--- src/mpu_pkg.sv ---
// Shared types and constants for the data-side memory protection unit.
// Imported by the lookup, the fault state machine and the top level.

package mpu_pkg;

  // Upper limit on the number of configured PMA regions
  localparam int PMA_MAX_REGIONS = 16;

  typedef logic [31:0] addr_t;
  typedef logic [31:0] data_t;

  //////////////////////////////
  // PMA region description
  //////////////////////////////

  // Bounds are word addresses, high bound is exclusive
  typedef struct packed {
    logic [29:0] word_addr_low;
    logic [29:0] word_addr_high;
    logic        main;
    logic        bufferable;
    logic        cacheable;
  } pma_cfg_t;

  // Regions exist but none of them matched
  localparam pma_cfg_t PMA_R_DEFAULT = '{
    word_addr_low:  30'h0,
    word_addr_high: 30'h0,
    main:           1'b0,
    bufferable:     1'b0,
    cacheable:      1'b0
  };

  // No regions configured, everything is main memory
  localparam pma_cfg_t NO_PMA_R_DEFAULT = '{
    word_addr_low:  30'h0,
    word_addr_high: 30'h0,
    main:           1'b1,
    bufferable:     1'b0,
    cacheable:      1'b0
  };

  //////////////////////////////
  // Request and response words
  //////////////////////////////

  typedef struct packed {
    addr_t addr;
    data_t wdata;
    logic  we;
    logic  instr_fetch;
    logic  misaligned;
  } core_req_t;

  typedef struct packed {
    addr_t addr;
    data_t wdata;
    logic  we;
    logic  bufferable;
    logic  cacheable;
  } bus_req_t;

  typedef struct packed {
    data_t rdata;
    logic  bus_err;
  } bus_resp_t;

  typedef enum logic [1:0] {
    MPU_OK       = 2'b00,
    MPU_RE_FAULT = 2'b01,
    MPU_WR_FAULT = 2'b10
  } mpu_status_e;

  typedef struct packed {
    data_t       rdata;
    logic        bus_err;
    mpu_status_e mpu_status;
  } core_resp_t;

  // Fault response FSM states
  typedef enum logic [1:0] {
    MPU_IDLE        = 2'b00,
    MPU_WAIT_BUS    = 2'b01,
    MPU_RE_ERR_RESP = 2'b10,
    MPU_WR_ERR_RESP = 2'b11
  } mpu_state_e;

endpackage

--- src/pma_lookup.sv ---
// Combinational PMA region lookup for one data access.
// Picks the lowest-numbered matching region and derives the bus
// attributes and the PMA fault flag from it.

module pma_lookup import mpu_pkg::*; #(
  parameter int       PMA_NUM_REGIONS = 0,
  parameter pma_cfg_t PMA_CFG [PMA_MAX_REGIONS] = '{PMA_MAX_REGIONS{PMA_R_DEFAULT}}
) (
  input  addr_t    addr_i,
  input  logic     instr_fetch_i,
  input  logic     misaligned_i,
  input  logic     we_i,
  output pma_cfg_t cfg_o,
  output logic     bufferable_o,
  output logic     pma_err_o
);

  localparam int IDX_W = $clog2(PMA_MAX_REGIONS);

  logic [29:0]                word_addr;
  logic [PMA_MAX_REGIONS-1:0] region_hit;
  logic                       match_found;
  logic [IDX_W-1:0]           match_idx;
  pma_cfg_t                   sel_cfg;

  // Byte offset bits take no part in matching
  assign word_addr = addr_i[31:2];

  //////////////////////////////
  // Per-region address compare
  //////////////////////////////

  for (genvar g = 0; g < PMA_MAX_REGIONS; g++) begin : gen_region
    if (g < PMA_NUM_REGIONS) begin : gen_used
      // Low bound inclusive, high bound exclusive
      assign region_hit[g] = (word_addr >= PMA_CFG[g].word_addr_low) &&
                             (word_addr <  PMA_CFG[g].word_addr_high);
    end else begin : gen_unused
      assign region_hit[g] = 1'b0;
    end
  end

  //////////////////////////////
  // Lowest-index priority pick
  //////////////////////////////

  always_comb begin
    match_found = 1'b0;
    match_idx   = '0;
    for (int i = 0; i < PMA_MAX_REGIONS; i++) begin
      if (region_hit[i] && !match_found) begin
        match_found = 1'b1;
        match_idx   = IDX_W'(i);
      end
    end
  end

  // Attribute selection with the two default cases
  always_comb begin
    if (PMA_NUM_REGIONS == 0) begin
      sel_cfg = NO_PMA_R_DEFAULT;
    end else if (match_found) begin
      sel_cfg = PMA_CFG[match_idx];
    end else begin
      sel_cfg = PMA_R_DEFAULT;
    end
  end

  assign cfg_o = sel_cfg;

  // Loads are never posted, only stores may be bufferable
  assign bufferable_o = we_i && sel_cfg.bufferable;

  // Fetches and misaligned accesses are only legal in main memory
  assign pma_err_o = (instr_fetch_i || misaligned_i) && !sel_cfg.main;

endmodule

--- src/mpu_err_fsm.sv ---
// Fault response sequencer for the protection unit.
// Tracks outstanding bus transactions and, after a faulting request,
// waits for them to drain before issuing the error response.

module mpu_err_fsm import mpu_pkg::*; #(
  parameter int MAX_OUTSTANDING = 4
) (
  input  logic        clk,
  input  logic        rst_n,
  input  logic        fault_accept_i,
  input  logic        fault_we_i,
  input  logic        bus_req_xfer_i,
  input  logic        bus_resp_xfer_i,
  input  logic        core_resp_ready_i,
  output logic        block_core_o,
  output logic        block_bus_o,
  output logic        err_resp_valid_o,
  output mpu_status_e err_status_o
);

  localparam int CNT_W = $clog2(MAX_OUTSTANDING + 1);

  logic [CNT_W-1:0] cnt_q;
  logic [CNT_W-1:0] cnt_d;
  mpu_state_e       state_q;
  mpu_state_e       state_d;
  logic             err_we_q;

  // Error response state for the given access direction
  function automatic mpu_state_e err_state(input logic we);
    return we ? MPU_WR_ERR_RESP : MPU_RE_ERR_RESP;
  endfunction

  //////////////////////////////
  // Outstanding transaction count
  //////////////////////////////

  always_comb begin
    cnt_d = cnt_q;
    case ({bus_req_xfer_i, bus_resp_xfer_i})
      2'b10: cnt_d = cnt_q + CNT_W'(1);
      2'b01: cnt_d = cnt_q - CNT_W'(1);
      default: cnt_d = cnt_q;
    endcase
  end

  always_ff @(posedge clk, negedge rst_n) begin
    if (!rst_n) begin
      cnt_q <= '0;
    end else begin
      cnt_q <= cnt_d;
    end
  end

  //////////////////////////////
  // Fault response FSM
  //////////////////////////////

  always_comb begin
    state_d = state_q;
    case (state_q)
      MPU_IDLE: begin
        if (fault_accept_i) begin
          // Earlier bus traffic has to come back first
          if (cnt_q != '0) begin
            state_d = MPU_WAIT_BUS;
          end else begin
            state_d = err_state(fault_we_i);
          end
        end
      end
      MPU_WAIT_BUS: begin
        if (cnt_q == '0) begin
          state_d = err_state(err_we_q);
        end
      end
      MPU_RE_ERR_RESP,
      MPU_WR_ERR_RESP: begin
        // Hold the response until the core takes it
        if (core_resp_ready_i) begin
          state_d = MPU_IDLE;
        end
      end
      default: state_d = MPU_IDLE;
    endcase
  end

  always_ff @(posedge clk, negedge rst_n) begin
    if (!rst_n) begin
      state_q  <= MPU_IDLE;
      err_we_q <= 1'b0;
    end else begin
      state_q <= state_d;
      if (fault_accept_i && (state_q == MPU_IDLE)) begin
        err_we_q <= fault_we_i;
      end
    end
  end

  // Both sides stay blocked until the fault is answered
  assign block_core_o = (state_q != MPU_IDLE);
  assign block_bus_o  = (state_q != MPU_IDLE);

  assign err_resp_valid_o = (state_q == MPU_RE_ERR_RESP) ||
                            (state_q == MPU_WR_ERR_RESP);

  always_comb begin
    case (state_q)
      MPU_RE_ERR_RESP: err_status_o = MPU_RE_FAULT;
      MPU_WR_ERR_RESP: err_status_o = MPU_WR_FAULT;
      default:         err_status_o = MPU_OK;
    endcase
  end

endmodule

--- src/mpu_top.sv ---
// Data-side memory protection unit between the core load/store port
// and the memory bus. Passing requests go straight to the bus, faults
// are answered locally once earlier bus traffic has returned.

module mpu_top import mpu_pkg::*; #(
  parameter int       PMA_NUM_REGIONS = 0,
  parameter pma_cfg_t PMA_CFG [PMA_MAX_REGIONS] = '{PMA_MAX_REGIONS{PMA_R_DEFAULT}},
  parameter int       MAX_OUTSTANDING = 4
) (
  input  logic       clk,
  input  logic       rst_n,
  // Core request
  input  logic       core_req_valid_i,
  input  core_req_t  core_req_i,
  output logic       core_req_ready_o,
  // Bus request
  output logic       bus_req_valid_o,
  output bus_req_t   bus_req_o,
  input  logic       bus_req_ready_i,
  // Bus response
  input  logic       bus_resp_valid_i,
  input  bus_resp_t  bus_resp_i,
  output logic       bus_resp_ready_o,
  // Core response
  output logic       core_resp_valid_o,
  output core_resp_t core_resp_o,
  input  logic       core_resp_ready_i
);

  pma_cfg_t    pma_cfg;
  logic        pma_bufferable;
  logic        pma_err;
  logic        block_core;
  logic        block_bus;
  logic        err_resp_valid;
  mpu_status_e err_status;
  logic        fault_accept;
  logic        bus_req_xfer;
  logic        bus_resp_xfer;

  pma_lookup #(
    .PMA_NUM_REGIONS (PMA_NUM_REGIONS),
    .PMA_CFG         (PMA_CFG)
  ) pma_lookup_i (
    .addr_i        (core_req_i.addr),
    .instr_fetch_i (core_req_i.instr_fetch),
    .misaligned_i  (core_req_i.misaligned),
    .we_i          (core_req_i.we),
    .cfg_o         (pma_cfg),
    .bufferable_o  (pma_bufferable),
    .pma_err_o     (pma_err)
  );

  //////////////////////////////
  // Request side
  //////////////////////////////

  // Faults are taken whenever idle, passing requests wait on the bus
  assign core_req_ready_o = !block_core && (pma_err || bus_req_ready_i);
  assign bus_req_valid_o  = core_req_valid_i && !pma_err && !block_bus;

  assign bus_req_o.addr       = core_req_i.addr;
  assign bus_req_o.wdata      = core_req_i.wdata;
  assign bus_req_o.we         = core_req_i.we;
  assign bus_req_o.bufferable = pma_bufferable;
  assign bus_req_o.cacheable  = pma_cfg.cacheable;

  assign fault_accept = core_req_valid_i && core_req_ready_o && pma_err;
  assign bus_req_xfer = bus_req_valid_o && bus_req_ready_i;

  //////////////////////////////
  // Response side
  //////////////////////////////

  assign bus_resp_ready_o = core_resp_ready_i;
  assign bus_resp_xfer    = bus_resp_valid_i && bus_resp_ready_o;

  // Error responses only start once the bus is drained
  assign core_resp_valid_o = bus_resp_valid_i || err_resp_valid;

  always_comb begin
    if (err_resp_valid) begin
      core_resp_o.rdata      = '0;
      core_resp_o.bus_err    = 1'b0;
      core_resp_o.mpu_status = err_status;
    end else begin
      core_resp_o.rdata      = bus_resp_i.rdata;
      core_resp_o.bus_err    = bus_resp_i.bus_err;
      core_resp_o.mpu_status = MPU_OK;
    end
  end

  mpu_err_fsm #(
    .MAX_OUTSTANDING (MAX_OUTSTANDING)
  ) mpu_err_fsm_i (
    .clk               (clk),
    .rst_n             (rst_n),
    .fault_accept_i    (fault_accept),
    .fault_we_i        (core_req_i.we),
    .bus_req_xfer_i    (bus_req_xfer),
    .bus_resp_xfer_i   (bus_resp_xfer),
    .core_resp_ready_i (core_resp_ready_i),
    .block_core_o      (block_core),
    .block_bus_o       (block_bus),
    .err_resp_valid_o  (err_resp_valid),
    .err_status_o      (err_status)
  );

endmodule

--- config.mk ---
export PLATFORM = sky130hd
export DESIGN_NAME = mpu_top
export DESIGN_NICKNAME = d
export VERILOG_FILES = /design/src/mpu_pkg.sv /design/src/pma_lookup.sv /design/src/mpu_err_fsm.sv /design/src/mpu_top.sv
export SDC_FILE = /design/constraint.sdc
export NUM_CORES = 1
export LEC_CHECK = 0
export BUFFER_PORTS_ARGS = -buffer_cell sky130_fd_sc_hd__buf_4
export CAP_MARGIN = 20
export CORE_AREA = 2 2 82 84
export DETAILED_ROUTE_END_ITERATION = 6
export DIE_AREA = 0 0 84 86
export PLACE_DENSITY_LB_ADDON = 0.2
export RECOVER_POWER = 50
export SKIP_CTS_REPAIR_TIMING = 1
export SYNTH_ARGS = -nofsm -noshare
export SYNTH_HDL_FRONTEND = slang
export SYNTH_SLANG_ARGS = --single-unit
--- constraint.sdc ---
create_clock -name clk -period 0.9 [get_ports clk]
set_input_delay 0.18 -clock clk [delete_from_list [all_inputs] [get_ports clk]]
set_output_delay 0.18 -clock clk [all_outputs]
set_load 0.01 [all_outputs]
==> metrics.yaml, run 1 <==
run_status: "finished, violations left"
violations: "negative setup slack"
vias: 620
met1_length_um: 550
die_x_um: 84
crit_path_max_incr_delay_ns: 0.41
cp.required_ns: 0.72
worst_setup_path_end_kind: "output pin"
regArea_um2: 26.3
nets: 228
drt_iter0_markers: 7
worstPathArrival_ns: 0.92
fin_crit_sh_pct: 122
placementRows: 29
drive_gt1_share_pct: 71.7
port_buffers: 76
p_int_uw: 302
grt_max_degree: 25
multiInputGateArea_um2: 268
viasPerCell: 3.15
crit_buf_inv: 2
switching_share_pct: 28.2
num_antenna_cells: 0
syn_area_um2: 811
final.min_clock_period_ns: 1.10
p_total_uw: 421
ys_warn_count: 0
dr.max_layer_used: "met4"
hold_viol_final: 0
antenna_found_initial: 0
power.switching_uw: 119
grt_pass1_vias: 498
pwr-share-clk_pct: 0
grt_usage_pct: 4.13
grt_pass1_wl_mm: 2.55
whs_ns: 0.348
drc_errors: 0
final_cell_mix: "buf_4, nor2b_1, nor2b_2, and2b_1, buf_6"
max_cap_viol_count: 0
slew_violations: 0
largest_reg_flops: 1
fillCellCount: 719
synth-seq-cells: 1
top_register: "mpu_err_fsm_i.state_q"
critPathSlowestCell: "dfrtp_2"
core_um2: 6280
start_util_pct: 12.9
die_h_um: 86
peakVddDrop_v: 0.000109
worstHoldPathType: "primary input to flip-flop"
critPathLaunchType: "flip-flop"
yosys.cell_types.count: 7
powerDensity_nw_per_um2: 409
gr-total-overflow: 0
area_growth_pct: 27.0
path_cells: "buf_12, or2_4, buf_6"
rsz0062_at_grt: "true"
top_regs: "mpu_err_fsm_i.state_q: 1 flops"
met3_wirelength_um: 326
wirelength_mm: 1.81
antenna_left: 0
max_freq_ghz: 0.913
routed-wl-met2_um: 815
leakagePower_uw: 0.000530
critical_path_class: "flip-flop to output pin"
combPwrFrac_pct: 89.1
layout_commonest_cell: "buf_4"
io_pins: 212
crit_fanout: 14
place.gp.congestion: 0.556
wire_per_inst_um: 9.20
clock_latency_ns: 0
finalClockSkew_ns: 0
crit_family: "flip-flops"
setup_ws_ns: -0.196
pwr-share-seq_pct: 10.9
ys_seq_area_share_pct: 3.09
netlist_instances: 112
clk_pin_slew_ns: 0
dr.pass1.iters: 2
synth.avg_cell_area_um2: 7.24
dieArea_um2: 7220
setup_viol: 37
-- stage by stage --
step                util (%)  cells  TNS [ns]  instance area, um^2  setup WS (ns)
floorplan                  -    114     -2.04                  826        -0.0821
global placement        15.7    196     -4.02                  986         -0.209
detailed placement      15.7    196     -4.20                  986         -0.210
CTS                     15.7    196     -4.22                  986         -0.210
global route            16.4    197     -5.05                 1030         -0.217
finish                  16.4    197     -3.93                 1030         -0.196
-- final cells by class --
type,count,share of cell area [%]
timing repair buffer,79,62.1
multi-input combinational,40,26.0
tap,77,9.36
sequential,1,2.55
-- per-layer routing --
metal | global-route usage, % | up-vias
met5 | 0 | -
met4 | 2.93 | 0
met3 | 2.12 | 24
met2 | 6.98 | 71
met1 | 3.89 | 250
li1 | - | 275
-- cell families after synthesis --
kind of cell / share of synthesized area (%)
AND/OR/NAND/NOR: 29.5
buffers and inverters: 67.0
flip-flops: 3.09
other: 0.463
-- power by group through the flow --
| stage | combinational (uW) | clock (uW) | sequential [uW] |
|---|---|---|---|
| floorplan | 425 | 0 | 45.8 |
| global placement | 366 | 0 | 45.8 |
| detailed placement | 365 | 0 | 45.8 |
| CTS | 365 | 0 | 45.8 |
| global route | 406 | 0 | 45.8 |
| finish | 375 | 0 | 45.8 |
-- cell usage after synthesis --
cell     number  area share, %
nor2b_1      30             23
and2b_1       6            5.6
or2_1         1           0.77
buf_2         2            1.2
dfrtp_1       1            3.1
conb_1        1           0.46
buf_4        71             66
-- final timing paths --
| kind | from | end | slack [ns] | cells after the start |
|---|---|---|---|---|
| worst max-delay path | mpu_err_fsm_i.state_q[1]$_DFFE_PN0P_ | core_resp_valid_o | -0.20 | 3 |
| worst min-delay path | core_resp_ready_i | mpu_err_fsm_i.state_q[1]$_DFFE_PN0P_ | 0.35 | 2 |
| worst min register to register | mpu_err_fsm_i.state_q[1]$_DFFE_PN0P_ | mpu_err_fsm_i.state_q[1]$_DFFE_PN0P_ | 0.72 | 2 |
| max in group asynchronous | rst_n | mpu_err_fsm_i.state_q[1]$_DFFE_PN0P_ | 0.30 | 2 |
| min in group asynchronous | rst_n | mpu_err_fsm_i.state_q[1]$_DFFE_PN0P_ | 0.51 | 2 |
| worst max register to register | mpu_err_fsm_i.state_q[1]$_DFFE_PN0P_ | mpu_err_fsm_i.state_q[1]$_DFFE_PN0P_ | 0.08 | 2 |
(Power assumes the default switching activity.)
==> run 2, diff against run 1 <==
==> constraint.sdc (replaced) <==
create_clock -name clk -period 1 [get_ports clk]
set_input_delay 0.2 -clock clk [delete_from_list [all_inputs] [get_ports clk]]
set_output_delay 0.2 -clock clk [all_outputs]
set_load 0.01 [all_outputs]
==> run 2 against run 1 <==
Against the previous run:
- the run still ends with negative setup slack left
- die area is the same
- routed wire length shrank 1.5%
- first-iteration DRC count shrank 100%
- highest routed layer unchanged
==> metrics.yaml, run 2 (synthesis results as in run 1) <==
top_regs: "mpu_err_fsm_i.state_q: 1 flops"  # unchanged
cp.required_ns: 0.80  # was 0.72 ns
area_growth_pct: 26.1  # was 27.0%
place.gp.congestion: 0.549  # was 0.556
met3_usage_pct: 1.64  # was 2.12%
viasPerCell: 3.10  # was 3.15
max_freq_ghz: 0.892
critPathSlowestCell: "dfrtp_2"  # unchanged
max_cap_viol_count: 0  # unchanged
critical_path_class: "flip-flop to output pin"  # unchanged
grt_max_degree: 23  # was 25
peakVddDrop_v: 0.000131  # was 0.000109 V
met1_usage_pct: 4.41  # was 3.89%
powerDensity_nw_per_um2: 369  # was 409 nW/um^2
grt_usage_pct: 4.01  # was 4.13%
port_buffers: 76  # unchanged
dr.pass1.iters: 1  # was 2
grt_pass1_wl_mm: 2.48  # was 2.55 mm
setup_ws_ns: -0.121  # was -0.196 ns
critPathLaunchType: "flip-flop"  # unchanged
crit_family: "flip-flops"  # unchanged
leakagePower_uw: 0.000527  # was 0.000530 uW
design_area_um2: 1020  # was 1030 um^2
setup_viol: 36  # was 37
grt_pass1_vias: 528  # was 498
drc_errors: 0  # unchanged
die_h_um: 86  # unchanged
final.min_clock_period_ns: 1.12
worstPathArrival_ns: 0.92  # about the same
finalClockSkew_ns: 0  # unchanged
final_cell_mix: "buf_4, nor2b_1, and2b_1"  # was buf_4, nor2b_1, nor2b_2, and2b_1, buf_6
worstHoldPathType: "primary input to flip-flop"  # unchanged
clk_pin_slew_ns: 0  # about the same
postPlaceCellArea_um2: 986  # unchanged
layout_commonest_cell: "buf_4"  # unchanged
die_x_um: 84  # unchanged
nets: 228  # unchanged
crit_buf_inv: 2  # unchanged
vias: 611  # was 620
grt_util_met2_pct: 6.25  # was 6.98%
violations: "negative setup slack"  # unchanged
drive_gt1_share_pct: 69.2  # was 71.7%
worst_setup_path_end_kind: "output pin"  # unchanged
start_util_pct: 12.9  # unchanged
num_antenna_cells: 0  # unchanged
antenna_found_initial: 0  # unchanged
crit_fanout: 16  # was 14
rsz0062_at_grt: "true"  # unchanged
wirelength_mm: 1.78  # was 1.81 mm
top_usage_layer: "met2"  # unchanged
run_status: "finished, violations left"  # unchanged
gr-total-overflow: 0  # unchanged
core_um2: 6280  # unchanged
io_pins: 212  # unchanged
antenna_left: 0  # unchanged
top_register: "mpu_err_fsm_i.state_q"  # unchanged
hold_viol_final: 0  # unchanged
slew_violations: 0  # unchanged
path_cells: "buf_12, or2_4, buf_6"  # unchanged
largest_reg_flops: 1  # unchanged
fin_crit_sh_pct: 112
placementRows: 29  # unchanged
dieArea_um2: 7220  # unchanged
drt_iter0_markers: 0  # was 7
clock_latency_ns: 0  # about the same
fin_util_pct: 16.3  # was 16.4%
wire_per_inst_um: 9.06  # was 9.20 um
crit_path_max_incr_delay_ns: 0.42  # was 0.41 ns
run 2: cell counts in the layout (fill, tap and decap cells not counted):
No cell type changed its count.
run 2: power breakdown:
| group | switching (uW) | internal, uW |
|---|---|---|
| Sequential | 0 | 41.2 |
| Combinational | 107 | 229 |
| Clock | 0 | 0 |
| Total | 107 | 271 |
run 2: final cells by class:
class | instances | area (um^2)
flip-flops and latches | 1 | 26.3
fillers | 730 | 5260
well taps | 77 | 96.3
multi-input cells | 40 | 260
repair buffers | 79 | 639
run 2: path summary, 6_finish.rpt:
path | depth (start not counted) | endpoint | slack, ns | start
worst max-delay path | 3 | core_resp_valid_o | -0.12 | mpu_err_fsm_i.state_q[1]$_DFFE_PN0P_
worst min-delay path | 2 | mpu_err_fsm_i.state_q[1]$_DFFE_PN0P_ | 0.36 | core_resp_ready_i
worst max register to register | 2 | mpu_err_fsm_i.state_q[1]$_DFFE_PN0P_ | 0.18 | mpu_err_fsm_i.state_q[1]$_DFFE_PN0P_
worst min register to register | 2 | mpu_err_fsm_i.state_q[1]$_DFFE_PN0P_ | 0.71 | mpu_err_fsm_i.state_q[1]$_DFFE_PN0P_
max in group asynchronous | 2 | mpu_err_fsm_i.state_q[1]$_DFFE_PN0P_ | 0.39 | rst_n
min in group asynchronous | 2 | mpu_err_fsm_i.state_q[1]$_DFFE_PN0P_ | 0.52 | rst_n
run 2: per-layer routing:
| metal | part of all wire (%) | up-vias |
|---|---|---|
| li1 | - | 276 |
| met1 | 31 | 240 |
| met2 | 43 | 71 |
| met3 | 19 | 24 |
| met4 | 6.6 | 0 |
| met5 | 0 | - |
run 2: through the flow:
step / hold slack, ns / setup TNS, ns / setup WS, ns / power [uW] / instances
after floorplan: -0.0956 / -0.0430 / -0.00210 / 424 / 114
after global placement: -0.0230 / -1.18 / -0.137 / 370 / 196
after detailed placement: -0.0211 / -1.30 / -0.140 / 369 / 196
after CTS: -0.0211 / -1.31 / -0.140 / 370 / 196
after global routing: 0.372 / -2.39 / -0.135 / 405 / 197
final: 0.365 / -1.04 / -0.121 / 377 / 197
run 2: worst register-to-register path, cell delays in order, from the launching register on:
cell and delay [ns]:
dfrtp_2 0.42, buf_12 0.16, nor2b_1 0.12
==> run 3, diff against run 2 <==
==> constraint.sdc (replaced) <==
create_clock -name clk -period 1.1 [get_ports clk]
set_input_delay 0.22 -clock clk [delete_from_list [all_inputs] [get_ports clk]]
set_output_delay 0.22 -clock clk [all_outputs]
set_load 0.01 [all_outputs]
==> run 3 against run 2 <==
Against the previous run:
- the flow still finishes with violations (negative setup slack)
- sequential power is 9.2% lower
- power shrank 11%
- via count decreased by 1.3%
- critical path type unchanged
- highest routed layer unchanged
==> metrics.yaml, run 3 (synthesis results as in run 1) <==
met1_length_um: 520  # was 556 um
drt_iter0_markers: 7  # was 0
worstHoldPathType: "primary input to flip-flop"  # unchanged
num_antenna_cells: 0  # unchanged
grt_pass1_wl_mm: 2.33  # was 2.48 mm
rsz0062_at_grt: "true"  # unchanged
critPathLaunchType: "flip-flop"  # unchanged
vias: 603  # was 611
port_buffers: 76  # unchanged
met3_wirelength_um: 365  # was 333 um
largest_reg_flops: 1  # unchanged
postPlaceCellArea_um2: 970  # was 986 um^2
regArea_um2: 26.3  # unchanged
run_status: "finished, violations left"  # unchanged
antenna_left: 0  # unchanged
dp_hpwl_mm: 1.55
place.gp.congestion: 0.642  # was 0.549
clock_latency_ns: 0  # about the same
die_h_um: 86  # unchanged
dpl_worst_slack_ns: -0.0474  # was -0.140 ns
start_util_pct: 12.9  # unchanged
finalClockSkew_ns: 0  # unchanged
final.min_clock_period_ns: 1.11
dieArea_um2: 7220  # unchanged
routed-wl-met2_um: 809  # was 776 um
setup_ws_ns: -0.00601  # was -0.121 ns
top_register: "mpu_err_fsm_i.state_q"  # unchanged
power.switching_uw: 95.7  # was 107 uW
wirelength_mm: 1.80  # was 1.78 mm
switching_share_pct: 28.6  # was 28.2%
die_x_um: 84  # unchanged
violations: "negative setup slack"  # unchanged
max_cap_viol_count: 0  # unchanged
powerDensity_nw_per_um2: 338  # was 369 nW/um^2
clk_pin_slew_ns: 0  # about the same
leakagePower_uw: 0.000517  # was 0.000527 uW
wire_per_inst_um: 9.15  # was 9.06 um
area_growth_pct: 22.2  # was 26.1%
grt_usage_pct: 3.71  # was 4.01%
setup_tns_ns: -0.00901  # was -1.04 ns
io_pins: 212  # unchanged
gr-total-overflow: 0  # unchanged
core_um2: 6280  # unchanged
combPwrFrac_pct: 88.8  # was 89.1%
worst_setup_path_end_kind: "output pin"  # unchanged
worstPathArrival_ns: 0.89  # was 0.92 ns
hold_depth: 2  # unchanged
antenna_found_initial: 0  # unchanged
pwr-share-clk_pct: 0  # about the same
fillCellCount: 724  # was 730
top_regs: "mpu_err_fsm_i.state_q: 1 flops"  # unchanged
fin_crit_sh_pct: 101
setup_viol: 2  # was 36
design_area_um2: 991  # was 1020 um^2
final_cell_mix: "buf_4, nor2b_1, and2b_1"  # unchanged
drc_errors: 0  # unchanged
crit_fanout: 22  # was 16
pwr-share-seq_pct: 11.2  # was 10.9%
drive_gt1_share_pct: 66.7  # was 69.2%
dr.pass1.iters: 2  # was 1
grt_pass1_vias: 494  # was 528
multiInputGateArea_um2: 253  # was 260 um^2
layout_commonest_cell: "buf_4"  # unchanged
critical_path_class: "flip-flop to output pin"  # unchanged
p_int_uw: 239  # was 271 uW
hold_viol_final: 0  # unchanged
grt_max_degree: 23  # unchanged
dr.max_layer_used: "met4"  # unchanged
cp.required_ns: 0.88  # was 0.80 ns
max_freq_ghz: 0.904
viasPerCell: 3.06  # was 3.10
placementRows: 29  # unchanged
peakVddDrop_v: 0.000166  # was 0.000131 V
slew_violations: 0  # unchanged
reg2reg_depth: 1  # was 2
nets: 228  # unchanged
-- run 3: critical path, stage by stage, from the launching register on --
cell and delay (ns):
dfrtp_2 0.42, buf_12 0.16, and2b_1 0.20, buf_6 0.10
-- run 3: area by class of cell --
cell class / instances / share of cell area [%]
repair buffers: 79 / 62.1
flip-flops and latches: 1 / 2.65
well taps: 77 / 9.72
multi-input cells: 40 / 25.5
-- run 3: power groups by stage --
stage	clock (uW)	combinational [uW]	sequential (uW)
global route	0	320	37.4
finish	0	297	37.4
CTS	0	297	37.5
detailed placement	0	296	37.5
global placement	0	296	37.5
floorplan	0	346	37.5
-- run 3: worst paths after layout --
check	startpoint	to	slack, ns
max in group asynchronous	rst_n	mpu_err_fsm_i.state_q[1]$_DFFE_PN0P_	0.46
setup / recovery	mpu_err_fsm_i.state_q[1]$_DFFE_PN0P_	core_req_ready_o	-0.006
hold / removal	core_resp_ready_i	mpu_err_fsm_i.state_q[1]$_DFFE_PN0P_	0.38
setup reg to reg	mpu_err_fsm_i.state_q[1]$_DFFE_PN0P_	mpu_err_fsm_i.state_q[1]$_DFFE_PN0P_	0.42
hold reg to reg	mpu_err_fsm_i.state_q[1]$_DFFE_PN0P_	mpu_err_fsm_i.state_q[1]$_DFFE_PN0P_	0.57
min in group asynchronous	rst_n	mpu_err_fsm_i.state_q[1]$_DFFE_PN0P_	0.54
-- run 3: per-layer routing --
metal | up-vias | track usage (%)
met5 | - | 0
met4 | 0 | 2.49
met3 | 14 | 1.92
met2 | 71 | 6.11
met1 | 243 | 3.66
li1 | 275 | -
-- run 3: through the flow --
step           cells  total power, uW  utilization, %  hold WS, ns
6_report         197              335            15.8        0.381
5_1_grt          197              357            15.8        0.389
4_1_cts          196              334            15.4     -0.00228
3_5_place_dp     196              334            15.4     -0.00228
3_3_place_gp     196              334            15.4     -0.00458
2_1_floorplan    114              384               -      -0.0756
